==> src/source/mips_config.svh <==
`ifndef MIPS_CONFIG_SVH
`define MIPS_CONFIG_SVH

// Boot vector, first fetch after reset
`define MIPS_RESET_PC 32'hBFC0_0000

// General purpose registers, r0 included
`define MIPS_REG_COUNT 32

`endif

==> src/source/mips_regfile.sv <==
`timescale 1ns/1ps
`default_nettype none

`include "mips_config.svh"

module mips_regfile #(
	parameter int ADDR_W = $clog2(`MIPS_REG_COUNT)
) (
	input  wire logic              clk,
	input  wire logic              reset_i,
	input  wire logic              we_i,
	input  wire logic [ADDR_W-1:0] waddr_i,
	input  wire logic [31:0]       wdata_i,
	input  wire logic [ADDR_W-1:0] raddr1_i,
	input  wire logic [ADDR_W-1:0] raddr2_i,
	output      logic [31:0]       rdata1_o,
	output      logic [31:0]       rdata2_o
);

	logic [31:0] regs_q [`MIPS_REG_COUNT];

	// r0 is cleared by reset and never written
	always_ff @(posedge clk) begin
		if (reset_i) begin
			for (int i = 0; i < `MIPS_REG_COUNT; i++) begin
				regs_q[i] <= '0;
			end
		end else if (we_i && (waddr_i != '0)) begin
			regs_q[waddr_i] <= wdata_i;
		end
	end

	assign rdata1_o = regs_q[raddr1_i];
	assign rdata2_o = regs_q[raddr2_i];

	// A commit from the result stage must name a real register
	a_waddr_known: assert property (
		@(posedge clk) disable iff (reset_i)
		we_i |-> !$isunknown(waddr_i)
	);

endmodule

`default_nettype wire

==> config.mk <==
export PLATFORM = sky130hd
export DESIGN_NAME = mips_regfile
export DESIGN_NICKNAME = d
export VERILOG_FILES = /design/src/source/mips_regfile.sv
export VERILOG_INCLUDE_DIRS = /design/src /design/src/source
export SDC_FILE = /design/constraint.sdc
export NUM_CORES = 2
export LEC_CHECK = 0
export BUFFER_PORTS_ARGS = -buffer_cell sky130_fd_sc_hd__buf_2
export CAP_MARGIN = 10
export CORE_MARGIN = 3
export CORE_UTILIZATION = 50
export DETAILED_ROUTE_END_ITERATION = 8
export PLACE_DENSITY = 0.66
export SLEW_MARGIN = 25
export SYNTH_ARGS = -nofsm -noshare
export SYNTH_HDL_FRONTEND = slang
export SYNTH_SLANG_ARGS = --single-unit
==> constraint.sdc <==
create_clock -name clk -period 4.5 [get_ports clk]
set_input_delay 0.225 -clock clk [delete_from_list [all_inputs] [get_ports clk]]
set_output_delay 0.225 -clock clk [all_outputs]
set_load 0.005 [all_outputs]
==> reports/metrics.csv <==
metric,value,unit
seq_power_share,48.0,%
vias_per_cell,6.41,
cts_max_level,3,
num_rows,122,
overflow,0,
dp_hpwl,110000,um
crit_end,rdata1_o[1],
netlist_area,55900,sq um
yosys_warnings,0,
clkTransAtPathRegs,60,ps
worst_slack,1680,ps
die_area,116000,sq um
yosys-top-cells-count,"edfxtp_1, mux2i_1, and2_1, clkbuf_1, nand2_1",
path_class,primary input to primary output,
synth_area_leaders,"edfxtp_1, mux2i_1, and2_1",
critPathCaptureType,primary output,
peakVddDrop,0.320,mV
yosysTopAreaCell,edfxtp_1,
grt_max_degree,80,
grt_pass1_wl,272000,um
ys_ff_latch,1024,
hold_class,primary input to flip-flop,
die_h,340,um
gp_congestion,0.843,
synthFlopType,edfxtp_1,
ant_nets,0,
clk_path_buf_depth,3,
wl,191000,um
clock_power_share,40.6,%
p_total,23.6,mW
rsz0062_at_grt,no,
hold_buffers,0,
final_util,55.8,%
post-place-ws,1530,ps
setup_viol,0,
p_sw_share,25.2,%
drt_iter0_drc,5002,
synth.distinct_cells,29,
nets,4610,
yosysSeqAreaShare,55.0,%
core_area,111000,sq um
numCtsBuffers,111,
via_count,39400,
synth.top_cell.area_share,55.0,%
grt_pass1_vias,39100,
cp_num_cells,8,
max_stage_delay,570,ps
pin_count,114,
port_buffers,113,
drv_slew,0,
setup_tns,0,ps
p_leak,24.2,nW
slew-limit-headroom,28.1,%
initial_utilization,50.4,%
cts_root_buf,clkbuf_16,
cp_top_family,buffers and inverters,
power.density,381,nW/um^2
fmax,355,MHz
p_comb_share,11.4,%
areaGrowthSynthToFinish,10.7,%
fp.dieW,340,um
drc_errors,0,
wl_per_cell,31.1,um
placed_area,58100,sq um
first_pass_iters,6,
tightest_slew,1080,ps
startpoint,raddr1_i[1],
antenna_found_initial,16,
cp_max_fo,69,
synth_edf_count,1024,
final_layout_size_suffix_gt1_share,10.8,%
hold_violations,0,
fin_crit_sh,62.6,%
fin_crit,2820,ps
cts_resized,0,
multi_input_area,23300,sq um
drv_cap,0,
cp_data_required_time,4280,ps
clock_sinks,1024,
power.internal,17.7,mW
ys_async_sr_fraction,0,%
track_usage,32.3,%
regArea,30700,sq um
largest_reg_flops,1024,
path_buf_inv,3,
syn_area_per_cell,12.1,sq um
regMostFlops,regs_q,
path_cells,buf_8 > buf_12 > mux2i_1 > a22o_1 > nor3_1 > a31oi_1 > nand3_1 > buf_2,
top_regs,regs_q x1024,
crit_path_top_delay_cell,buf_8,
cts_tree,done,
status,completed,
syn-instance-count,4605,
design_area,61900,sq um
postCtsSetupRepairBufs,0,
worst_setup_path_start_kind,primary input,
worstPathArrival,2590,ps
netSwitchingPower,5.95,mW
final.fill_count,9141,
## cells in the final DEF (no fill, tap or decap), types with 3 or more instances in the layout
cell type   synthesis  layout
clkbuf_16           0     114
conb_1              1      32
diode_2             0       5
nor3_1             64      64
clkinvlp_4          0       5
edfxtp_1         1024    1024
a22oi_1           192     192
nand2_1           196     194
nor2b_4             0       4
bufinv_16           0      19
a31oi_1            64      64
mux2i_1          1024    1024
a21oi_1           192     192
clkinv_2            0      20
a22o_1            128     128
nand3_1           193     193
buf_2             113     111
nor2_4              7      33
nand3b_1            3       3
buf_4              63     104
clkbuf_1          218      24
and2_1            994     992
or2_2              33      31
nand2b_2            0       4
clkinv_1            0      24
buf_12              0      40
## routing by layer
layer	vias to the layer above	track usage, %	wire length [um]
li1	16800	-	-
met1	19800	43.5	74600
met2	2411	50.3	87200
met3	479	6.98	20300
met4	2	14.8	9160
met5	-	0	18
## per-stage QoR
step	instances	hold slack (ps)
after floorplan	4636	423
after global placement	5935	826
after detailed placement	5935	824
after CTS	6145	89.3
after global routing	6145	121
final	6150	136
## logic make-up (layout without fill, tap and decap cells)
family / Yosys count / in the layout / synth area share, %
flip-flops: 1024 / 1024 / 55.0
buffers and inverters: 446 / 467 / 3.90
multiplexers: 1024 / 1024 / 18.3
AND/OR/NAND/NOR: 1534 / 1534 / 15.7
other: 1 / 37 / 0.00671
AO/OA/AOI/OAI: 576 / 576 / 7.02
## power by group through the flow
stage                     sequential [mW]  combinational (mW)  clock (mW)
after floorplan                      11.4                1.64           0
after global placement               11.5                2.62           0
after detailed placement             11.5                2.64           0
after CTS                            11.3                2.65        9.63
after global routing                 11.4                2.83        10.0
final                                11.3                2.70        9.59
## area by class of cell
type / instances / share of cell area [%]
multi-input combinational: 3166 / 37.7
clock inverter: 72 / 1.36
timing repair buffer: 257 / 3.50
clock buffer: 138 / 4.75
sequential: 1024 / 49.7
antenna: 5 / 0.0202
tap: 1488 / 3.01
## how the worst min path moves through the flow
stage,startpoint,to,slack (ps),depth (start not counted)
final,reset_i,regs_q[0][28],140,2
after global routing,reset_i,regs_q[0][28],120,2
after CTS,reset_i,regs_q[0][28],90,2
after detailed placement,reset_i,regs_q[0][30],820,2
after global placement,reset_i,regs_q[0][30],830,2
after floorplan,wdata_i[31],regs_q[1][31],420,1
No activity file was read; power rests on OpenSTA's default activity.
