==> config.mk <==
export PLATFORM = sky130hd
export DESIGN_NAME = mips_decode
export DESIGN_NICKNAME = d
export VERILOG_FILES = /design/src/source/mips_config.svh /design/src/source/mips_pkg.sv /design/src/source/mips_decode.sv
export SDC_FILE = /design/constraint.sdc
export NUM_CORES = 1
export LEC_CHECK = 0
export BUFFER_PORTS_ARGS = -buffer_cell sky130_fd_sc_hd__buf_2
export CORE_UTILIZATION = 30
export DETAILED_ROUTE_END_ITERATION = 12
export GPL_TIMING_DRIVEN = 1
export MAX_ROUTING_LAYER = met4
export SLEW_MARGIN = 5
export SYNTH_ARGS = -nofsm -noshare
export SYNTH_HDL_FRONTEND = slang
export SYNTH_SLANG_ARGS = --single-unit
==> constraint.sdc <==
create_clock -name clk -period 3.9 [get_ports clk]
set_input_delay 0.195 -clock clk [delete_from_list [all_inputs] [get_ports clk]]
set_output_delay 0.195 -clock clk [all_outputs]
set_load 0.05 [all_outputs]
==> src/source/mips_config.svh <==
`ifndef MIPS_CONFIG_SVH
`define MIPS_CONFIG_SVH

// Boot vector, first fetch after reset
`define MIPS_RESET_PC 32'hBFC0_0000

// General purpose registers, r0 included
`define MIPS_REG_COUNT 32

`endif

==> src/source/mips_pkg.sv <==
`default_nettype none

package mips_pkg;

	typedef logic [31:0] word_t;
	typedef logic [63:0] dword_t;
	typedef logic [31:0] inst_addr_t;
	typedef logic [31:0] inst_t;
	typedef logic [4:0]  reg_addr_t;
	typedef logic [4:0]  oper_t;

	// Internal operation codes, I-type forms share the R-type code
	localparam oper_t OP_NOP   = 5'd0;
	localparam oper_t OP_ADDU  = 5'd1;
	localparam oper_t OP_SUBU  = 5'd2;
	localparam oper_t OP_AND   = 5'd3;
	localparam oper_t OP_OR    = 5'd4;
	localparam oper_t OP_XOR   = 5'd5;
	localparam oper_t OP_NOR   = 5'd6;
	localparam oper_t OP_SLT   = 5'd7;
	localparam oper_t OP_SLTU  = 5'd8;
	localparam oper_t OP_SLL   = 5'd9;
	localparam oper_t OP_SRL   = 5'd10;
	localparam oper_t OP_SRA   = 5'd11;
	localparam oper_t OP_MULT  = 5'd12;
	localparam oper_t OP_MULTU = 5'd13;
	localparam oper_t OP_MFHI  = 5'd14;
	localparam oper_t OP_MFLO  = 5'd15;
	localparam oper_t OP_MTHI  = 5'd16;
	localparam oper_t OP_MTLO  = 5'd17;
	localparam oper_t OP_LUI   = 5'd18;

endpackage

`default_nettype wire

==> src/source/mips_decode.sv <==
`timescale 1ns/1ps
`default_nettype none

module mips_decode (
	input  wire logic                 clk,
	input  wire logic                 reset_i,
	input  wire mips_pkg::inst_addr_t pc_i,
	input  wire mips_pkg::inst_t      inst_i,
	output      mips_pkg::reg_addr_t  raddr1_o,
	output      mips_pkg::reg_addr_t  raddr2_o,
	input  wire mips_pkg::word_t      rdata1_i,
	input  wire mips_pkg::word_t      rdata2_i,
	input  wire logic                 fwd_ex_we_i,
	input  wire mips_pkg::reg_addr_t  fwd_ex_waddr_i,
	input  wire mips_pkg::word_t      fwd_ex_wdata_i,
	input  wire logic                 fwd_rs_we_i,
	input  wire mips_pkg::reg_addr_t  fwd_rs_waddr_i,
	input  wire mips_pkg::word_t      fwd_rs_wdata_i,
	output      mips_pkg::oper_t      op_o,
	output      mips_pkg::word_t      src1_o,
	output      mips_pkg::word_t      src2_o,
	output      logic                 we_o,
	output      mips_pkg::reg_addr_t  waddr_o
);

	logic [5:0]          opcode;
	logic [5:0]          funct;
	mips_pkg::reg_addr_t rs;
	mips_pkg::reg_addr_t rt;
	mips_pkg::reg_addr_t rd;
	logic [4:0]          sa;
	mips_pkg::word_t     imm_sext;
	mips_pkg::word_t     imm_zext;
	mips_pkg::word_t     reg1;
	mips_pkg::word_t     reg2;
	mips_pkg::oper_t     op_d;
	mips_pkg::word_t     src1_d;
	mips_pkg::word_t     src2_d;
	logic                we_d;
	mips_pkg::reg_addr_t waddr_d;

	assign opcode   = inst_i[31:26];
	assign rs       = inst_i[25:21];
	assign rt       = inst_i[20:16];
	assign rd       = inst_i[15:11];
	assign sa       = inst_i[10:6];
	assign funct    = inst_i[5:0];
	assign imm_sext = {{16{inst_i[15]}}, inst_i[15:0]};
	assign imm_zext = {16'h0000, inst_i[15:0]};

	assign raddr1_o = rs;
	assign raddr2_o = rt;

	// Newest value wins, execute before result before register file
	function automatic mips_pkg::word_t fwd_sel(
		input mips_pkg::reg_addr_t addr,
		input mips_pkg::word_t     rf_data
	);
		if (addr == '0)
			return '0;
		if (fwd_ex_we_i && (fwd_ex_waddr_i == addr))
			return fwd_ex_wdata_i;
		if (fwd_rs_we_i && (fwd_rs_waddr_i == addr))
			return fwd_rs_wdata_i;
		return rf_data;
	endfunction

	assign reg1 = fwd_sel(rs, rdata1_i);
	assign reg2 = fwd_sel(rt, rdata2_i);

	always_comb begin
		op_d    = mips_pkg::OP_NOP;
		we_d    = 1'b0;
		waddr_d = rd;
		src1_d  = reg1;
		src2_d  = reg2;
		case (opcode)
			6'h00: begin
				we_d = 1'b1;
				case (funct)
					6'h21: op_d = mips_pkg::OP_ADDU;
					6'h23: op_d = mips_pkg::OP_SUBU;
					6'h24: op_d = mips_pkg::OP_AND;
					6'h25: op_d = mips_pkg::OP_OR;
					6'h26: op_d = mips_pkg::OP_XOR;
					6'h27: op_d = mips_pkg::OP_NOR;
					6'h2a: op_d = mips_pkg::OP_SLT;
					6'h2b: op_d = mips_pkg::OP_SLTU;
					6'h10: op_d = mips_pkg::OP_MFHI;
					6'h12: op_d = mips_pkg::OP_MFLO;
					6'h00, 6'h02, 6'h03: begin
						// Shifts take rt as the value and sa as the amount
						op_d   = (funct == 6'h00) ? mips_pkg::OP_SLL :
						         (funct == 6'h02) ? mips_pkg::OP_SRL : mips_pkg::OP_SRA;
						src1_d = reg2;
						src2_d = {27'd0, sa};
					end
					6'h18, 6'h19: begin
						op_d = (funct == 6'h18) ? mips_pkg::OP_MULT : mips_pkg::OP_MULTU;
						we_d = 1'b0;
					end
					6'h11, 6'h13: begin
						op_d = (funct == 6'h11) ? mips_pkg::OP_MTHI : mips_pkg::OP_MTLO;
						we_d = 1'b0;
					end
					default: we_d = 1'b0;
				endcase
			end
			6'h09, 6'h0a, 6'h0b, 6'h0c, 6'h0d, 6'h0e, 6'h0f: begin
				we_d    = 1'b1;
				waddr_d = rt;
				// ANDI/ORI/XORI/LUI zero-extend
				src2_d  = opcode[2] ? imm_zext : imm_sext;
				case (opcode)
					6'h09:   op_d = mips_pkg::OP_ADDU;
					6'h0a:   op_d = mips_pkg::OP_SLT;
					6'h0b:   op_d = mips_pkg::OP_SLTU;
					6'h0c:   op_d = mips_pkg::OP_AND;
					6'h0d:   op_d = mips_pkg::OP_OR;
					6'h0e:   op_d = mips_pkg::OP_XOR;
					default: op_d = mips_pkg::OP_LUI;
				endcase
			end
			default: we_d = 1'b0;
		endcase
		if (waddr_d == '0)
			we_d = 1'b0;
	end

	always_ff @(posedge clk) begin
		if (reset_i) begin
			op_o    <= mips_pkg::OP_NOP;
			we_o    <= 1'b0;
			waddr_o <= '0;
		end else begin
			op_o    <= op_d;
			we_o    <= we_d;
			waddr_o <= waddr_d;
		end
	end

	always_ff @(posedge clk) begin
		src1_o <= src1_d;
		src2_o <= src2_d;
	end

	a_no_r0_write: assert property (
		@(posedge clk) disable iff (reset_i)
		we_o |-> (waddr_o != '0)
	);

endmodule

`default_nettype wire

==> key figures <==
Run status
  • Status: finished clean

Synth
  • Netlist cell types: 52
  • EDFF count, synth: 0
  • Synth top area cells: dfxtp_1 (31%), a221oi_1 (7.4%), o21ai_0 (5.6%)
  • Synth Cell Area: 4836 µm²
  • Synthesized flop and latch total: 75
  • Post-synth top area cell: dfxtp_1
  • Number of synthesis warnings: 0
  • Avg Cell Area, Syn: 7.850 µm²
  • Syn_nets: about 820
  • Post-synth top cells: dfxtp_1 (75), nor2_1 (56), o21ai_0 (54)
  • Synth top area share: 0.3105
  • Seq/Total Area, Yosys: 0.3105
  • Post-synth ARST share: 0
  • Mapped Cells: 616
  • Top FF cell, synth: dfxtp_1
  • Top-count cell post-synth: dfxtp_1

Placed design
  • Placed Cells: 1035
  • DP Wirelength: 14840 µm
  • Routability Congestion: 0.9067
  • I/O Buffers: ~260
  • Placed inst area: 6216 µm²

Detailed routing
  • DRC errors left: 0
  • First-pass iteration count of the detailed router: 5
  • Routed WL per cell: 19.57 µm
  • Vias: ~5800
  • Routed Wire Length: a little over 20000 µm
  • Vias per inst: approximately 5.5
  • Initial DRC count: 477
  • Post-detailed-route count of antenna-violating nets: 0

Final layout
  • Design area: 6511 µm²
  • Layout Nets: 1036
  • Area delta synth->final: 34.64%
  • Layout fillers: 1654
  • Post-route insts no fill: 1052
  • Layout cells sized above 1: 0.3808

CTS
  • H-tree levels: 3
  • Clock transition at path regs: 0.06 ns
  • CTS tree: built
  • Resize count post-CTS: 0
  • Cts hold-fix bufs: 0
  • Max clock buf depth: 2
  • Num CTS Buffers: 9
  • Clock sink count: 75
  • Setup bufs post-CTS: 0
  • CTS root buffer: clkbuf_16

Flow run
  • Max_cap viols: 0

Die
  • IO Count: 291
  • Rows: 46
  • Die H: 129.0 µm
  • DIE WIDTH: about 130 µm
  • Core area: 15830 µm²
  • Initial core utilization: 0.3055
  • Die area: 16630 µm²

STA
  • TNS Setup: 0 ns
  • Final setup fails: 0
  • Fin. max-slew vios: 0
  • Fin. Hold Viols: 0
  • Slew headroom: 0.3940
  • FMAX: 416.5 MHz
  • Actual slew at the worst max-slew pin: 0.9007 ns
  • Post-route minimum period: ~2.4 ns
  • Period utilization: 0.6157
  • Unrepaired setup endpoints after global routing: no

Critical path
  • Kind of critical path: primary input to register
  • Nature of the critical path startpoint: primary input
  • Worst-path fanout max: 17
  • CP Data Arrival Time: 2.63 ns
  • CP Capture Type: register
  • CP Data Required Time: 4.13 ns

Power and ir drop
  • P_leak: around 2.8 nW
  • Final Power: 2.470 mW
  • Peak supply drop: slightly above 200 µV
  • PD cells: 379.4 nW/µm²

GRT
  • Global route total overflow: 0
  • Global-route wire length before repair: 30130 µm
  • Initial antenna violation count: 1
  • GRT Util Overall: 0.2489
  • Vias in the first global route: around 5200
  • Largest net degree at the start of global routing: 34

Hold path
  • Min-delay worst type: primary input to register
[area by class of cell]
| type | count | area (µm²) | area share |
|---|---|---|---|
| Antenna cell | 1 | 2.502 | 0.0003843 |
| Multi-Input combinational cell | 465 | 3014 | 0.4629 |
| Clock inverter | 6 | 63.81 | 0.009800 |
| Tap cell | 216 | 270.3 | 0.04151 |
| Clock buffer | 10 | 229.0 | 0.03517 |
| Timing Repair Buffer | 274 | 1411 | 0.2168 |
| Inverter | 5 | 18.77 | 0.002882 |
| Sequential cell | 75 | 1501 | 0.2306 |
[final timing paths]
path	start	endpoint	slack, ns	cells past startpoint
setup / recovery	inst_i[26]	src1_o[0]	1.50	7
hold / removal	inst_i[8]	src2_o[8]	0.1	2
[critical path, cell delays in order]
cell and delay, ns:
buf_2 0.14, or3_4 0.41, or4_1 0.58, o21ai_2 0.66
buf_4 0.36, a311oi_1 0.07, a21o_1 0.20
[metrics by stage]
step	util	setup slack, ns	hold WS, ns
2_1_floorplan	-	1.927	0.3280
3_3_place_gp	0.3927	1.122	0.4504
3_5_place_dp	0.3927	1.143	0.4544
4_1_cts	0.4112	1.500	0.09064
5_1_grt	0.4114	1.364	0.09456
6_report	0.4114	1.499	0.09535
[cells by family after synthesis]
family / after synthesis / synth area share
compound gates: 255 / 0.3868
xor+xnor: 23 / 0.04166
buf+inv: 76 / 0.07374
flops: 75 / 0.3105
simple gates: 187 / 0.1873
[per-layer routing]
layer  wire length (µm)  vias up  track usage
met1               8983     2715       0.3219
met2               9483      338       0.3774
met5                  0        -            -
met4                651        0       0.1031
li1                   -     2735            -
met3               1472       48      0.04865
[cell usage in the layout (no fill, tap or decap), drive strengths merged, types with 3 or more instances in the layout]
master   instances
buf            274
dfxtp           75
o21ai           73
nor2            56
nand2           50
a221oi          41
o21bai          30
nor3            22
xnor2           20
o22ai           17
or3             17
a31oi           16
o2bb2ai         14
a22o            14
a21oi           13
o21a            10
clkbuf          10
a211oi           9
nand3            8
nand4            6
inv              6
nand2b           5
a21o             5
or2              4
nor2b            3
nand4b           3
o31ai            3
xor2             3
[flip-flops by register name (all words and copies together) (netlist names)]
name,flops
waddr_o,5
src2_o,32
op_o,5
we_o,1
src1_o,32
[power breakdown]
part           switching, mW  internal (mW)  total (mW)
combinational          0.531          0.233       0.764
sequential            0.0183          0.833       0.851
clock                  0.360          0.496       0.856
total                  0.909           1.56        2.47
Power figures use the tool's default switching activity.
