[src/source/mips_config.svh]
`ifndef MIPS_CONFIG_SVH
`define MIPS_CONFIG_SVH

// Boot vector, first fetch after reset
`define MIPS_RESET_PC 32'hBFC0_0000

// General purpose registers, r0 included
`define MIPS_REG_COUNT 32

`endif

[src/source/mips_pkg.sv]
`default_nettype none

package mips_pkg;

	typedef logic [31:0] word_t;
	typedef logic [63:0] dword_t;
	typedef logic [31:0] inst_addr_t;
	typedef logic [31:0] inst_t;
	typedef logic [4:0]  reg_addr_t;
	typedef logic [4:0]  oper_t;

	// Internal operation codes, I-type forms share the R-type code
	localparam oper_t OP_NOP   = 5'd0;
	localparam oper_t OP_ADDU  = 5'd1;
	localparam oper_t OP_SUBU  = 5'd2;
	localparam oper_t OP_AND   = 5'd3;
	localparam oper_t OP_OR    = 5'd4;
	localparam oper_t OP_XOR   = 5'd5;
	localparam oper_t OP_NOR   = 5'd6;
	localparam oper_t OP_SLT   = 5'd7;
	localparam oper_t OP_SLTU  = 5'd8;
	localparam oper_t OP_SLL   = 5'd9;
	localparam oper_t OP_SRL   = 5'd10;
	localparam oper_t OP_SRA   = 5'd11;
	localparam oper_t OP_MULT  = 5'd12;
	localparam oper_t OP_MULTU = 5'd13;
	localparam oper_t OP_MFHI  = 5'd14;
	localparam oper_t OP_MFLO  = 5'd15;
	localparam oper_t OP_MTHI  = 5'd16;
	localparam oper_t OP_MTLO  = 5'd17;
	localparam oper_t OP_LUI   = 5'd18;

endpackage

`default_nettype wire

[src/source/mips_fetch.sv]
`timescale 1ns/1ps
`default_nettype none

`include "mips_config.svh"

module mips_fetch (
	input  wire logic                 clk,
	input  wire logic                 reset_i,
	output      mips_pkg::inst_addr_t ibus_addr_o,
	input  wire mips_pkg::inst_t      ibus_data_i,
	output      mips_pkg::inst_addr_t id_pc_o,
	output      mips_pkg::inst_t      id_inst_o
);

	mips_pkg::inst_addr_t pc_q;

	// Straight-line fetch, no branches
	always_ff @(posedge clk) begin
		if (reset_i) begin
			pc_q <= `MIPS_RESET_PC;
		end else begin
			pc_q <= pc_q + 32'd4;
		end
	end

	assign ibus_addr_o = pc_q;

	// Bus answers in the same cycle, so latch it straight into decode
	always_ff @(posedge clk) begin
		if (reset_i) begin
			id_inst_o <= '0;
		end else begin
			id_inst_o <= ibus_data_i;
		end
	end

	always_ff @(posedge clk) begin
		id_pc_o <= pc_q;
	end

endmodule

`default_nettype wire

[config.mk]
export PLATFORM = sky130hd
export DESIGN_NAME = mips_fetch
export DESIGN_NICKNAME = d
export VERILOG_FILES = /design/src/source/mips_pkg.sv /design/src/source/mips_fetch.sv
export VERILOG_INCLUDE_DIRS = /design/src /design/src/source
export SDC_FILE = /design/constraint.sdc
export NUM_CORES = 1
export LEC_CHECK = 0
export CAP_MARGIN = 20
export CELL_PAD_IN_SITES_DETAIL_PLACEMENT = 1
export CELL_PAD_IN_SITES_GLOBAL_PLACEMENT = 1
export CORE_MARGIN = 10
export CORE_UTILIZATION = 45
export CTS_BUF_LIST = sky130_fd_sc_hd__clkbuf_8
export CTS_CLUSTER_SIZE = 24
export DETAILED_ROUTE_END_ITERATION = 12
export DONT_BUFFER_PORTS = 1
export GPL_TIMING_DRIVEN = 1
export PLACE_DENSITY_LB_ADDON = 0.1
export SYNTH_ARGS = -nofsm -noshare
export SYNTH_HDL_FRONTEND = slang
export SYNTH_SLANG_ARGS = --single-unit
export TNS_END_PERCENT = 1
[constraint.sdc]
create_clock -name clk -period 3.5 [get_ports clk]
set_input_delay 0.525 -clock clk [delete_from_list [all_inputs] [get_ports clk]]
set_output_delay 0.525 -clock clk [all_outputs]
set_load 0.03 [all_outputs]
==> results.md, run 1 <==
- Status: complete, no violations
- CTS Root Cell: clkbuf_8
- FP Rows: 28
- Final setup vio count: 0
- Commonest non-fill, non-tap cell in the layout: dfxtp_1
- Hold Path Depth: 1
- # IOs: 130
- Final Max Slew Viols: 0
- Quantity of I/O buffers inserted on ports: 0
- Hold Startpoint: reset_i
- Hpwl dp: 4.88 mm
- Clock latency on the worst-skew pair: 0.35 ns
- Pre-antenna DRT Iters: 3
- CP max-delay cell: dfxtp_1
- Yosys warnings: 0
- DR iter-0 viols: 31
- Final hold viol count: 0
- CTS clk-pin slew, worst paths: 0.09 ns
- Number of synthesized register bits: 92
- WP buf/inv: 0
- Worst Tran Pin Value: 0.536 ns
- H-Tree Depth: 3
- Data required time at the worst endpoint: 3.74 ns
- Ant diodes: 0
- Post-synth cell types: 31
- GRT overflow: 0
- Setup ws final: 1.11 ns
- Final antenna-violating net count: 0
- Pre-CTS setup slack: 1.10 ns
- Vias per cell: 5.37
- RSZ-0062 raised after global routing: false
- # DRC: 0
- Post-route minimum period: 2.39 ns
- CP endpoint kind: flop
- Crit path max-delay family: simple AND/OR/NAND/NOR gates
- Register area share after synthesis: 64.5%
- Critical Path Fanout Max: 7
- Share of layout cells above drive strength 1: 6.44%
- Max Clock Freq: 0.418 GHz
- Hold_buf cts: 0
- Maximum vdd drop: 0.000367 V
- CTS Buf Count: 9
- Max Root-Sink Buffers: 2
- Resize count post-CTS: 0
- Maxcap violations: 0
- Final Util: 51.8%
- Pwr/cell area: 641 nW/µm²
- GRT Util Overall: 13.3%
- Worst Path Class, Setup: reg2reg
- Vias in the first global route: 1917
- Placer's final routability congestion estimate: 0.706
- Avg Inst Size Synth: 11.0 µm²
- Mapped Area: 2860 µm²
- Slowest stage delay, CP: 0.64 ns
- Most frequent cells in the layout: 92 x dfxtp_1, 36 x nor2b_1, 16 x nor2_1, 16 x nand3_1, 10 x or4_1
- Routed wire length: 6.66 mm
- DP Area: 2880 µm²
- FF-to-FF Start: ibus_addr_o[2]
- Core Area: 6030 µm²
- Fin crit share: 68.3%
- Layout area overhead: 9.20%
- Starting density of the core: 47.4%
- Die Width: 99.7 µm
- Slew margin rel.: 64.2%
- Routed WL per cell: 19.6 µm
- Hold Crit Class: in2reg
- Nets: 294
- R2R Setup Slk: 1.11 ns
- Post-synthesis cell count: 260
- CTS sink cnt: 92
- Largest net degree at the start of global routing: 60
- Worst Path Arrival: 2.63 ns
- Worst R2R End: ibus_addr_o[30]
- DR top layer: met4
- Reg2Reg Depth: 5
- Fin Clk Skew: 0.00584 ns
- Length of routed met3 wiring: 918 µm
- Critical Path, Cell by Cell: ha_1, and3_1, nand4_1, nor4_1, mux2_1
- TritonCTS clock tree: yes
- Initial antenna violation count: 0
- Sum Neg Setup Slack: 0 ns
- Final instance area: 3120 µm²
- Met1 WL: 2.58 mm
- Hold EP: id_inst_o[1]
- Post-CTS Setup Bufs: 0
- First-pass GRT wire length: 10.5 mm
- Static Leakage: 1.12 nW
- Via Count: 1820
- DIE AREA: 9930 µm²
- Startpoint Class: flop
- Chip Height: 99.7 µm
- Metal2 WL: 3.03 mm
- Crit path depth: 5
per-stage QoR:
stage | hold WS, ns | total power, mW | cells
after detailed placement | 0.548 | 1.19 | 323
after global placement | 0.540 | 1.19 | 323
after CTS | 0.212 | 2.02 | 339
final | 0.229 | 2.00 | 339
after global routing | 0.209 | 2.07 | 339
after floorplan | 0.505 | 1.19 | 263
logic make-up (layout without fill, tap and decap cells):
family,count (synthesis),after routing,share of synthesized area (%)
XOR/XNOR,12,12,3.68
AND/OR/NAND/NOR,112,112,22.6
AO/OA/AOI/OAI,19,19,4.03
buffers and inverters,20,21,3.50
flip-flops,92,92,64.5
adder cells (fa/ha/maj),1,1,0.438
other,1,4,0.131
multiplexers,3,3,1.10
flip-flops by register name (all words and copies together) (netlist names):
register and flops:
id_inst_o 32, ibus_addr_o 30, id_pc_o 30
synthesized netlist by cell type:
cell      number  area (µm²)
mux2i_1        2        20.0
nand2_1        9        33.8
nor4_1         3        18.8
o21ai_1        1        5.00
a21oi_1        6        30.0
mux2_1         1        11.3
inv_1          4        15.0
and4_2         1        10.0
o21ai_0        4        20.0
or3_1          5        31.3
conb_1         1        3.75
and4_1         3        26.3
nor2b_1       36         225
nand3_1       16        80.1
nand4_2        1        12.5
clkinv_1       1        3.75
buf_1          1        3.75
xor2_1         7        61.3
dfxtp_1       92        1840
buf_6          1        11.3
nor3_1         1        5.00
or4_1         10        75.1
nand4_1        9        56.3
clkbuf_1       7        26.3
xnor2_1        5        43.8
buf_4          4        30.0
nor2_1        16        60.1
and3_1         2        12.5
buf_2          2        10.0
o31ai_1        8        60.1
ha_1           1        12.5
where the power goes:
group / internal, mW / total [mW] / leakage [nW] / switching, mW
Sequential: 1.07 / 1.14 / 0.752 / 0.0678
Combinational: 0.0132 / 0.0260 / 0.246 / 0.0128
Clock: 0.473 / 0.833 / 0.121 / 0.360
metal layers:
| layer | track usage, % | up-vias |
|---|---|---|
| li1 | - | 869 |
| met1 | 14.1 | 857 |
| met2 | 19.7 | 85 |
| met3 | 8.86 | 9 |
| met4 | 7.28 | 0 |
| met5 | 0 | - |
worst max-delay path by stage:
stage	start	end	slack, ns
detailed placement	ibus_addr_o[2]	ibus_addr_o[30]	1.10
floorplan	ibus_addr_o[2]	ibus_addr_o[30]	1.41
global route	ibus_addr_o[2]	ibus_addr_o[30]	0.88
finish	ibus_addr_o[2]	ibus_addr_o[30]	1.11
global placement	ibus_addr_o[2]	ibus_addr_o[30]	1.15
CTS	ibus_addr_o[2]	ibus_addr_o[30]	1.06
layout make-up:
| type | instances | area (µm²) |
|---|---|---|
| well taps | 75 | 93.8 |
| inverters | 5 | 18.8 |
| multi-input cells | 151 | 926 |
| fillers | 655 | 2910 |
| clock buffers | 9 | 124 |
| flip-flops and latches | 92 | 1840 |
| clock inverters | 7 | 115 |
worst register-to-register path, cell delays in order (launching register included):
cell and delay, ns:
dfxtp_1 0.64, ha_1 0.29, and3_1 0.31, nand4_1 0.25, nor4_1 0.44, mux2_1 0.35
Note: power is estimated with default switching activity, not from simulation.
==> run 2, diff against run 1 <==
- clock period: 3.5 -> 2.3 ns (I/O delays scaled with it)
==> run 2 against run 1 <==
Against the previous run:
- clock skew down 0.0015 ns
- cell area up 6.5%
- die area unchanged
- clock power up 64%
- power up 58%
- clock-buffer cell count unchanged
- fmax up 19%
- cell count up 6.8%
- combinational power up 130%
- register-to-register slack worse by 0.81 ns
- flip-flop and latch count unchanged
- sequential share of layout area down 3.6 points
- largest power group unchanged
==> results.md, run 2 (synthesis gave the netlist of run 1 again) <==
- Worst Tran Pin Value: 0.502 ns
- P_sw: 0.663 mW
- CTS clk-pin slew, worst paths: 0.09 ns
- Sequential power share: 54.6%
- Switching portion of total power: 21.1%
- # IOs: 130
- CTS Root Cell: clkbuf_8
- Final instance area: 3320 µm²
- Status: complete, no violations
- Starting density of the core: 47.4%
- Core Area: 6030 µm²
- CTS Buf Count: 9
- Hpwl dp: 5.34 mm
- Min Hold Slack: 0.0496 ns
- Max Root-Sink Buffers: 2
- Maxcap violations: 0
- CTS sink cnt: 92
- GRT overflow: 0
- Hold Crit Class: in2reg
- Initial antenna violation count: 0
- Critical Path Fanout Max: 18
- DIE AREA: 9930 µm²
- Die Width: 99.7 µm
- Pre-CTS setup slack: 0.337 ns
- Final setup vio count: 0
- Fin crit share: 87.1%
- Max Clock Freq: 0.499 GHz
- Worst Path Arrival: 2.29 ns
- Ant diodes: 0
- Sum Neg Setup Slack: 0 ns
- Via Count: 1930
- Routed wire length: 7.10 mm
- Chip Height: 99.7 µm
- Routed WL per cell: 19.6 µm
- Final Max Slew Viols: 0
- DR iter-0 viols: 45
- CP endpoint kind: flop
- RSZ-0062 raised after global routing: false
- Placer's final routability congestion estimate: 0.717
- # DRC: 0
- Comb power frac: 1.9%
- Cell total after placement: 347
- Share of layout cells above drive strength 1: 14.3%
- Layout area overhead: 16.3%
- Max reg flops: 32
- Resize count post-CTS: 0
- Clock Power Share: 43.5%
- TritonCTS clock tree: yes
- Data required time at the worst endpoint: 2.58 ns
- Final antenna-violating net count: 0
- Post-CTS Setup Bufs: 0
- Clock latency on the worst-skew pair: 0.35 ns
- Hold_buf cts: 0
- Commonest non-fill, non-tap cell in the layout: dfxtp_1
- Nets: 318
- Post-route minimum period: 2.00 ns
- Slew margin rel.: 66.5%
- Maximum vdd drop: 0.000544 V
- Static Leakage: 1.25 nW
- Quantity of I/O buffers inserted on ports: 0
- Startpoint Class: flop
- FP Rows: 28
- Pre-antenna DRT Iters: 4
- Pwr/cell area: 948 nW/µm²
- First-pass GRT wire length: 11.1 mm
- Vias per cell: 5.33
- Pint: 2.48 mW
- H-Tree Depth: 3
- GRT Util Overall: 14.1%
- Worst Path Class, Setup: reg2reg
- Fin Clk Skew: 0.00431 ns
- DP Area: 3060 µm²
- Largest register by flop count: id_inst_o
- Largest net degree at the start of global routing: 60
- Most frequent cells in the layout: 92 x dfxtp_1, 36 x nor2b_1, 24 x buf_4
- Fill cell count: 648
- Vias in the first global route: 2067
- Setup ws final: 0.297 ns
- Final non-filler cell total: 362
- Final hold viol count: 0
## run 2: layer usage
metal,track usage (%),share of wire (%)
met5,0,0
met4,6.62,1.6
met3,9.69,14
met2,22.4,47
met1,13.8,38
## run 2: final timing paths
check             slack [ns]         endpoint             from  cells after the start
setup / recovery        0.30  ibus_addr_o[21]  ibus_addr_o[10]                      4
setup reg to reg        0.30  ibus_addr_o[21]  ibus_addr_o[10]                      4
hold reg to reg         0.40       id_pc_o[4]   ibus_addr_o[4]                      0
hold / removal          0.05     id_inst_o[0]          reset_i                      1
## run 2: power groups by stage
stage / clock network [mW] / logic, mW / registers [mW]
floorplan: 0 / 0.0526 / 1.76
global placement: 0 / 0.0590 / 1.76
detailed placement: 0 / 0.0622 / 1.76
CTS: 1.40 / 0.0615 / 1.72
global route: 1.46 / 0.0681 / 1.73
finish: 1.37 / 0.0609 / 1.72
## run 2: metrics by stage
step	util, %	power (mW)
6_report	55.1	3.15
2_1_floorplan	-	1.81
4_1_cts	55.1	3.19
3_3_place_gp	50.8	1.82
3_5_place_dp	50.8	1.82
5_1_grt	55.1	3.26
## run 2: critical path: stages, from the launching register on
cell     delay, ns
dfxtp_1       0.35
nand4_1       0.15
or4_1         0.75
or4_1         0.51
a21oi_1       0.17
## run 2: area by class of cell
type / instances / area (µm²) / area share [%]
Inverter: 5 / 18.8 / 0.565
Sequential cell: 92 / 1840 / 55.5
Tap cell: 75 / 93.8 / 2.83
Clock inverter: 6 / 136 / 4.11
Clock buffer: 9 / 124 / 3.73
Multi-Input combinational cell: 151 / 926 / 27.9
Timing Repair Buffer: 24 / 180 / 5.43
