## config.mk

```make
export PLATFORM = sky130hd
export DESIGN_NAME = mips_result
export DESIGN_NICKNAME = d
export VERILOG_FILES = /design/src/source/mips_config.svh /design/src/source/mips_pkg.sv /design/src/source/mips_result.sv
export SDC_FILE = /design/constraint.sdc
export NUM_CORES = 1
export LEC_CHECK = 0
export BUFFER_PORTS_ARGS = -buffer_cell sky130_fd_sc_hd__buf_4
export CELL_PAD_IN_SITES_DETAIL_PLACEMENT = 2
export CELL_PAD_IN_SITES_GLOBAL_PLACEMENT = 2
export CORE_MARGIN = 2
export CORE_UTILIZATION = 22
export DETAILED_ROUTE_END_ITERATION = 16
export MAX_ROUTING_LAYER = met4
export PLACE_DENSITY_LB_ADDON = 0.1
export SLEW_MARGIN = 10
export SYNTH_ARGS = -nofsm -noshare
export SYNTH_HDL_FRONTEND = slang
export SYNTH_SLANG_ARGS = --single-unit
```

## constraint.sdc

```tcl
create_clock -name clk -period 1.9 [get_ports clk]
set_input_delay 0.285 -clock clk [delete_from_list [all_inputs] [get_ports clk]]
set_output_delay 0.285 -clock clk [all_outputs]
set_load 0.02 [all_outputs]
```

## src/source/mips_config.svh

```systemverilog
`ifndef MIPS_CONFIG_SVH
`define MIPS_CONFIG_SVH

// Boot vector, first fetch after reset
`define MIPS_RESET_PC 32'hBFC0_0000

// General purpose registers, r0 included
`define MIPS_REG_COUNT 32

`endif

```

## src/source/mips_pkg.sv

```systemverilog
`default_nettype none

package mips_pkg;

	typedef logic [31:0] word_t;
	typedef logic [63:0] dword_t;
	typedef logic [31:0] inst_addr_t;
	typedef logic [31:0] inst_t;
	typedef logic [4:0]  reg_addr_t;
	typedef logic [4:0]  oper_t;

	// Internal operation codes, I-type forms share the R-type code
	localparam oper_t OP_NOP   = 5'd0;
	localparam oper_t OP_ADDU  = 5'd1;
	localparam oper_t OP_SUBU  = 5'd2;
	localparam oper_t OP_AND   = 5'd3;
	localparam oper_t OP_OR    = 5'd4;
	localparam oper_t OP_XOR   = 5'd5;
	localparam oper_t OP_NOR   = 5'd6;
	localparam oper_t OP_SLT   = 5'd7;
	localparam oper_t OP_SLTU  = 5'd8;
	localparam oper_t OP_SLL   = 5'd9;
	localparam oper_t OP_SRL   = 5'd10;
	localparam oper_t OP_SRA   = 5'd11;
	localparam oper_t OP_MULT  = 5'd12;
	localparam oper_t OP_MULTU = 5'd13;
	localparam oper_t OP_MFHI  = 5'd14;
	localparam oper_t OP_MFLO  = 5'd15;
	localparam oper_t OP_MTHI  = 5'd16;
	localparam oper_t OP_MTLO  = 5'd17;
	localparam oper_t OP_LUI   = 5'd18;

endpackage

`default_nettype wire

```

## src/source/mips_result.sv

```systemverilog
`timescale 1ns/1ps
`default_nettype none

module mips_result (
	input  wire logic                clk,
	input  wire logic                reset_i,
	input  wire logic                we_i,
	input  wire mips_pkg::reg_addr_t waddr_i,
	input  wire mips_pkg::word_t     wdata_i,
	input  wire logic                hilo_we_i,
	input  wire mips_pkg::dword_t    hilo_wdata_i,
	output      mips_pkg::dword_t    hilo_o,
	output      logic                wb_we_o,
	output      mips_pkg::reg_addr_t wb_waddr_o,
	output      mips_pkg::word_t     wb_wdata_o
);

	mips_pkg::dword_t hilo_q;

	always_ff @(posedge clk) begin
		if (reset_i) begin
			hilo_q <= '0;
		end else if (hilo_we_i) begin
			hilo_q <= hilo_wdata_i;
		end
	end

	assign hilo_o = hilo_q;

	// Commit port, also the trace seen outside the core
	assign wb_we_o    = we_i & (waddr_i != '0);
	assign wb_waddr_o = waddr_i;
	assign wb_wdata_o = wdata_i;

	a_wb_we_known: assert property (
		@(posedge clk) disable iff (reset_i)
		!$isunknown(wb_we_o)
	);

endmodule

`default_nettype wire

```

==> results of run 1 <==
==> layout make-up <==
| class | count | area share [%] |
|---|---|---|
| sequential | 64 | 34.3 |
| timing repair buffer | 144 | 29.6 |
| multi-input combinational | 130 | 24.0 |
| clock buffer | 12 | 6.87 |
| tap | 143 | 4.79 |
| clock inverter | 3 | 0.469 |
==> how the worst max path moves through the flow <==
stage          slack (ns)        from  cells after the start       to
6_report             0.38  waddr_i[0]                      4  wb_we_o
2_1_floorplan        0.58  waddr_i[0]                      2  wb_we_o
5_1_grt              0.33  waddr_i[0]                      4  wb_we_o
3_3_place_gp         0.38  waddr_i[0]                      4  wb_we_o
4_1_cts              0.37  waddr_i[0]                      4  wb_we_o
3_5_place_dp         0.37  waddr_i[0]                      4  wb_we_o
==> stage by stage <==
stage	cell area, um^2	instances	hold slack [ns]	worst slack (ns)	power [mW]
after floorplan	2560	245	0.432	0.580	1.88
after CTS	3740	496	0.185	0.365	3.62
after global placement	3460	481	0.473	0.382	2.05
after global routing	3740	496	0.197	0.326	3.72
final	3740	496	0.196	0.379	3.54
after detailed placement	3460	481	0.488	0.365	2.06
==> tightest hold or removal path, cell delays in order <==
cell and delay [ns]:
buf_4 0.07, mux2i_1 0.05, nor2_1 0.07
==> routing by layer <==
metal | track usage [%] | routed length, um | up-vias
met1 | 12.6 | 2800 | 957
met4 | 5.68 | 105 | 0
met5 | - | 0 | -
met3 | 4.68 | 597 | 12
met2 | 20.6 | 3680 | 90
li1 | - | - | 971
==> power breakdown <==
part / switching, mW / total [mW] / internal [mW]
Clock: 0.577 / 1.52 / 0.942
Sequential: 0.0419 / 1.47 / 1.42
Combinational: 0.268 / 0.552 / 0.283
Total: 0.887 / 3.54 / 2.65
==> cell families (layout without fill, tap and decap cells) <==
family,after synthesis,in the layout,synth area share (%)
AND/OR/NAND/NOR,65,65,9.69
buffers and inverters,51,159,14.9
multiplexers,64,64,25.0
AO/OA/AOI/OAI,1,1,0.294
flip-flops,64,64,50.1
==> cell usage in the layout, fill, tap and decap left out <==
cell,count
clkbuf_1,1
mux2i_1,64
clkbuf_8,2
buf_4,142
clkinv_2,2
nor2_1,64
dfxtp_1,64
buf_12,2
or4_1,1
clkbuf_16,9
o21a_1,1
clkinvlp_4,1
==> run_results.csv, run 1 <==
group,metric,value,unit
clock_tree,cts_setup_buffers,0,
sta,period_needed,1.52,ns
critical_path,crit_arrival,1.24,ns
critical_path,cp-start-kind,"input pin",
clock_tree,numClockSinks,64,
clock_tree,clock_latency,0.32,ns
cells_and_area,fin_util,32.9,%
run_status,status,"completed",
clock_tree,cts-resized-gates,0,
logic_synthesis,syn_area_per_cell,10.4,um^2
critical_path,path_delay_family,"simple AND/OR/NAND/NOR gates",
logic_synthesis,syn_nets,350,
routing,drt-total-wl,7190,um
critical_path,reg2reg_to,"hilo_o[56]",
sta,fin_setup_tns,0,ns
power_and_ir_drop,vdd_drop_max,0.340,mV
clock_tree,cts_tree,"done",
hold_path,hold_class,"in2reg",
sta,fin_worst_skew,0,ns
floorplan,start_util,22.5,%
cells_and_area,drive_above_1_share,44.8,%
critical_path,critPathBufInv,2,
logic_synthesis,yosys_warnings,0,
grt,grt_max_degree,65,
sta,hold_viol,0,
floorplan,die_w,112,um
cells_and_area,n_fill_cell,1271,
sta,rsz0062_at_grt,"false",
grt,track_usage,12.2,%
critical_path,required,1.62,ns
critical_path,cp_max_fo,2,
routing,drt.antenna.violating_nets,0,
critical_path,path_cells,"buf_4 -> or4_1 -> o21a_1 -> buf_4",
logic_synthesis,ys.flop_type,"dfxtp_1",
floorplan,io_pins,207,
routing,first_pass_iters,4,
clock_tree,cts_buffers,9,
logic_synthesis,ys_seq_area_share,50.1,%
floorplan,dieArea,12500,um^2
critical_path,r2r_slack,1.27,ns
hold_path,holdPathStages,3,
sta,max_freq,0.657,GHz
sta,period_share,80.1,%
logic_synthesis,yosys.area.top_type,"dfxtp_1",
sta,tightest_slew,0.475,ns
clock_tree,htreeDepth,3,
logic_synthesis,synthTopCellsByArea,"dfxtp_1 50%, mux2i_1 25%, buf_4 11%",
cells_and_area,area_growth,46.1,%
floorplan,die-height,112,um
hold_path,hp-start,"hilo_wdata_i[3]",
placed_design,gp_congestion,0.680,
grt,antenna_found_initial,0,
sta,max_slew_margin,68.4,%
sta,drv_slew,0,
placed_design,io_buffers,142,
grt,gr-total-overflow,0,
grt,grt_first_pass_wirelength,11700,um
logic_synthesis,syn_area,2560,um^2
floorplan,coreArea,11400,um^2
cells_and_area,diodes,0,
critical_path,max_stage_delay,0.50,ns
cells_and_area,largest_reg_flops,64,
clock_tree,holdBufCountCts,0,
logic_synthesis,ys_types,9,
logic_synthesis,synthCells,245,
critical_path,end_kind,"primary output",
routing,viasPerCell,4.09,
sta,setup_viol,0,
cells_and_area,multi_input_area,896,um^2
logic_synthesis,synth_edf_count,0,
routing,route.detailed.drc,0,
critical_path,critPathKind,"in2out",
critical_path,crit_top_cell,"buf_4",
power_and_ir_drop,leakage,1.89,nW
critical_path,worstReg2RegStart,"hilo_o[56]",
routing,vias,2030,
logic_synthesis,synth_top_area_share,50.1,%
floorplan,fp-row-count,39,
logic_synthesis,synthArstFlopShare,0,%
cells_and_area,seqCellArea,1280,um^2
logic_synthesis,synth_common_cells,"64 x dfxtp_1, 64 x mux2i_1, 64 x nor2_1",
clock_tree,clkSlewWorstSetupHoldPaths,0.06,ns
power_and_ir_drop,power_density,946,nW/um^2
routing,wl_per_cell,14.5,um
critical_path,cp_slowest_cell,"or4_1",
critical_path,rr_worst_depth,2,
logic_synthesis,ys_seq_elements,64,
routing,dr.first_iter.drc_count,37,
cells_and_area,fin_nets,454,
run,maxCapViolations,0,
clock_tree,cts_root_buffer,"clkbuf_16",
clock_tree,cts_buffer_depth,2,
placed_design,hpwl,5040,um
hold_path,hold-path-endpoint,"hilo_o[3]",
grt,grt_pass1_vias,2289,
Note: power is estimated with default switching activity, not from simulation.
==> run 2: changes to the inputs <==
CORE_UTILIZATION = 18   (was 22)
clock period = 1.32 ns   (was 1.9 ns; I/O delays follow)
==> run 2 against run 1 <==
Wire length increased by 6.0%; non-clock buffer count increased by 7; global-route usage decreased by 1.8 points; sequential power increased by 44%; sequential cell count unchanged; power increased by 58%; clock-buffer cell count increased by 2; die area increased by 21%; first-iteration DRC count increased by 41%; utilization decreased by 4.5 points; final area increased by 5.4%; combinational power increased by 50%; critical path type unchanged; critical endpoint unchanged; highest routed layer unchanged.
==> run_results.csv, run 2 (synthesized netlist as in run 1, its figures left out) <==
group,metric,value,unit
critical_path,rr_worst_depth,2,
floorplan,die_w,123,um
critical_path,r2r_slack,0.70,ns
power_and_ir_drop,sequentialPowerShare,37.7,%
floorplan,start_util,18.4,%
grt,gr-total-overflow,0,
critical_path,path_delay_family,"simple AND/OR/NAND/NOR gates",
power_and_ir_drop,p_switching,1.30,mW
power_and_ir_drop,switching_share,23.3,%
power_and_ir_drop,power,5.59,mW
routing,first_pass_iters,3,
floorplan,die-height,123,um
cells_and_area,area_growth,54.0,%
cells_and_area,finalNonFillerCells,541,
power_and_ir_drop,p_int,4.29,mW
critical_path,cp-start-kind,"input pin",
clock_tree,htreeDepth,3,
sta,fin_worst_skew,0,ns
critical_path,worstSetupStartpoint,"waddr_i[0]",
cells_and_area,final_cell_mix,"143 x buf_4, 64 x mux2i_1, 64 x nor2_1, 64 x dfxtp_1, 9 x clkbuf_16",
power_and_ir_drop,power_density,1420,nW/um^2
critical_path,required,1.12,ns
clock_tree,cts_tree,"done",
critical_path,path_cells,"buf_6 -> or4_4 -> o21a_1 -> buf_6",
cells_and_area,fin_area,3940,um^2
placed_design,hpwl,5540,um
sta,hold_viol,0,
critical_path,reg2reg_to,"hilo_o[8]",
clock_tree,clkSlewWorstSetupHoldPaths,0.05,ns
floorplan,fp-row-count,43,
clock_tree,clock_latency,0.32,ns
clock_tree,numClockSinks,64,
power_and_ir_drop,leakage,1.97,nW
grt,antenna_found_initial,0,
routing,drt-total-wl,7620,um
floorplan,dieArea,15200,um^2
run_status,status,"completed",
routing,dr.first_iter.drc_count,52,
cells_and_area,fin_nets,461,
grt,grt_pass1_vias,2194,
grt,track_usage,10.5,%
clock_tree,cts_buffers,9,
grt,grt_max_degree,24,
grt,grt_first_pass_wirelength,11300,um
clock_tree,cts_buffer_depth,2,
sta,drv_slew,0,
placed_design,io_buffers,142,
routing,route.detailed.drc,0,
sta,tightest_slew,0.281,ns
cells_and_area,diodes,0,
critical_path,worstReg2RegStart,"hilo_o[8]",
clock_tree,cts_root_buffer,"clkbuf_16",
hold_path,hold_class,"in2reg",
critical_path,critPathBufInv,2,
critical_path,crit_end,"wb_we_o",
routing,viasPerCell,3.83,
cells_and_area,fin_util,28.4,%
placed_design,dpl_worst_slack,-0.0334,ns
sta,max_freq,0.761,GHz
placed_design,postPlaceCellArea,3580,um^2
critical_path,end_kind,"primary output",
cells_and_area,largest_reg_flops,64,
sta,period_needed,1.31,ns
routing,wl_per_cell,14.1,um
critical_path,crit_top_cell,"buf_6",
hold_path,holdPathStages,3,
routing,drt.antenna.violating_nets,0,
sta,setup_viol,0,
routing,vias,2070,
placed_design,dpl.cell_count,524,
sta,max_slew_margin,81.2,%
critical_path,crit_arrival,1.12,ns
power_and_ir_drop,vdd_drop_max,0.670,mV
clock_tree,holdBufCountCts,0,
power_and_ir_drop,combPwrFrac,14.8,%
sta,final.setup.worst_slack,0.00583,ns
cells_and_area,final_common_cell,"buf_4",
critical_path,critPathKind,"in2out",
critical_path,cp_slowest_cell,"or4_4",
sta,period_share,99.6,%
floorplan,coreArea,13900,um^2
critical_path,crit_cells,4,
critical_path,cp_max_fo,2,
run,maxCapViolations,0,
floorplan,io_pins,207,
critical_path,max_stage_delay,0.51,ns
placed_design,gp_congestion,0.615,
cells_and_area,drive_above_1_share,46.0,%
power_and_ir_drop,power_frac_clock,47.5,%
sta,rsz0062_at_grt,"true",
[run 2: cell types whose count changed in the layout (fill, tap and decap cells not counted), sizes merged]
| cell | previous run | this run |
|---|---|---|
| bufinv | 0 | 2 |
| clkbuf | 12 | 14 |
| clkinvlp | 1 | 0 |
| buf | 144 | 151 |
| clkinv | 2 | 0 |
[run 2: cell type report]
cell class	count	area, um^2
repair buffers	151	1200
well taps	180	225
clock buffers	14	274
fillers	1560	9940
multi-input cells	130	900
flip-flops and latches	64	1280
clock inverters	2	60.1
[run 2: power by group through the flow]
stage	clock [mW]	combinational [mW]	sequential [mW]
after global routing	2.90	0.901	2.12
after global placement	0	0.833	2.15
final	2.66	0.827	2.11
after CTS	2.80	0.847	2.11
after detailed placement	0	0.843	2.15
after floorplan	0	0.413	2.29
[run 2: layer usage]
layer	vias up	global-route usage, %	share of wire, %
met5	-	-	0
met4	0	4.19	1.6
met3	15	5.90	11
met2	100	16.8	49
met1	969	10.5	38
li1	986	-	-
[run 2: timing repair]
| item | CTS | global route |
|---|---|---|
| resized for setup | 3 | 2 |
| setup buffers | 0 | 1 |
| pin swaps | 2 | 2 |
| endpoints found under the hold margin | 0 | 0 |
| setup endpoints to repair | 1 | 1 |
[run 2: worst min path at each step]
stage	startpoint	endpoint	slack [ns]
after global routing	hilo_wdata_i[40]	hilo_o[40]	0.09
after global placement	wdata_i[14]	wb_wdata_o[14]	0.40
after CTS	hilo_wdata_i[2]	hilo_o[2]	0.08
final	hilo_wdata_i[14]	hilo_o[14]	0.10
after floorplan	hilo_wdata_i[10]	hilo_o[10]	0.35
after detailed placement	wdata_i[14]	wb_wdata_o[14]	0.40
[run 2: per-stage QoR]
step / TNS (ns) / hold WS, ns
after global placement: -0.0309 / 0.396
after CTS: -0.0212 / 0.0834
after floorplan: 0 / 0.345
after global routing: -0.00436 / 0.0914
final: 0 / 0.103
after detailed placement: -0.0334 / 0.396
[run 2: worst reg2reg max path, delay by kind of cell, from the launching register on]
| family | cells | cell delay (ns) |
|---|---|---|
| mux | 1 | 0.13 |
| flops | 1 | 0.31 |
| simple gates | 1 | 0.05 |
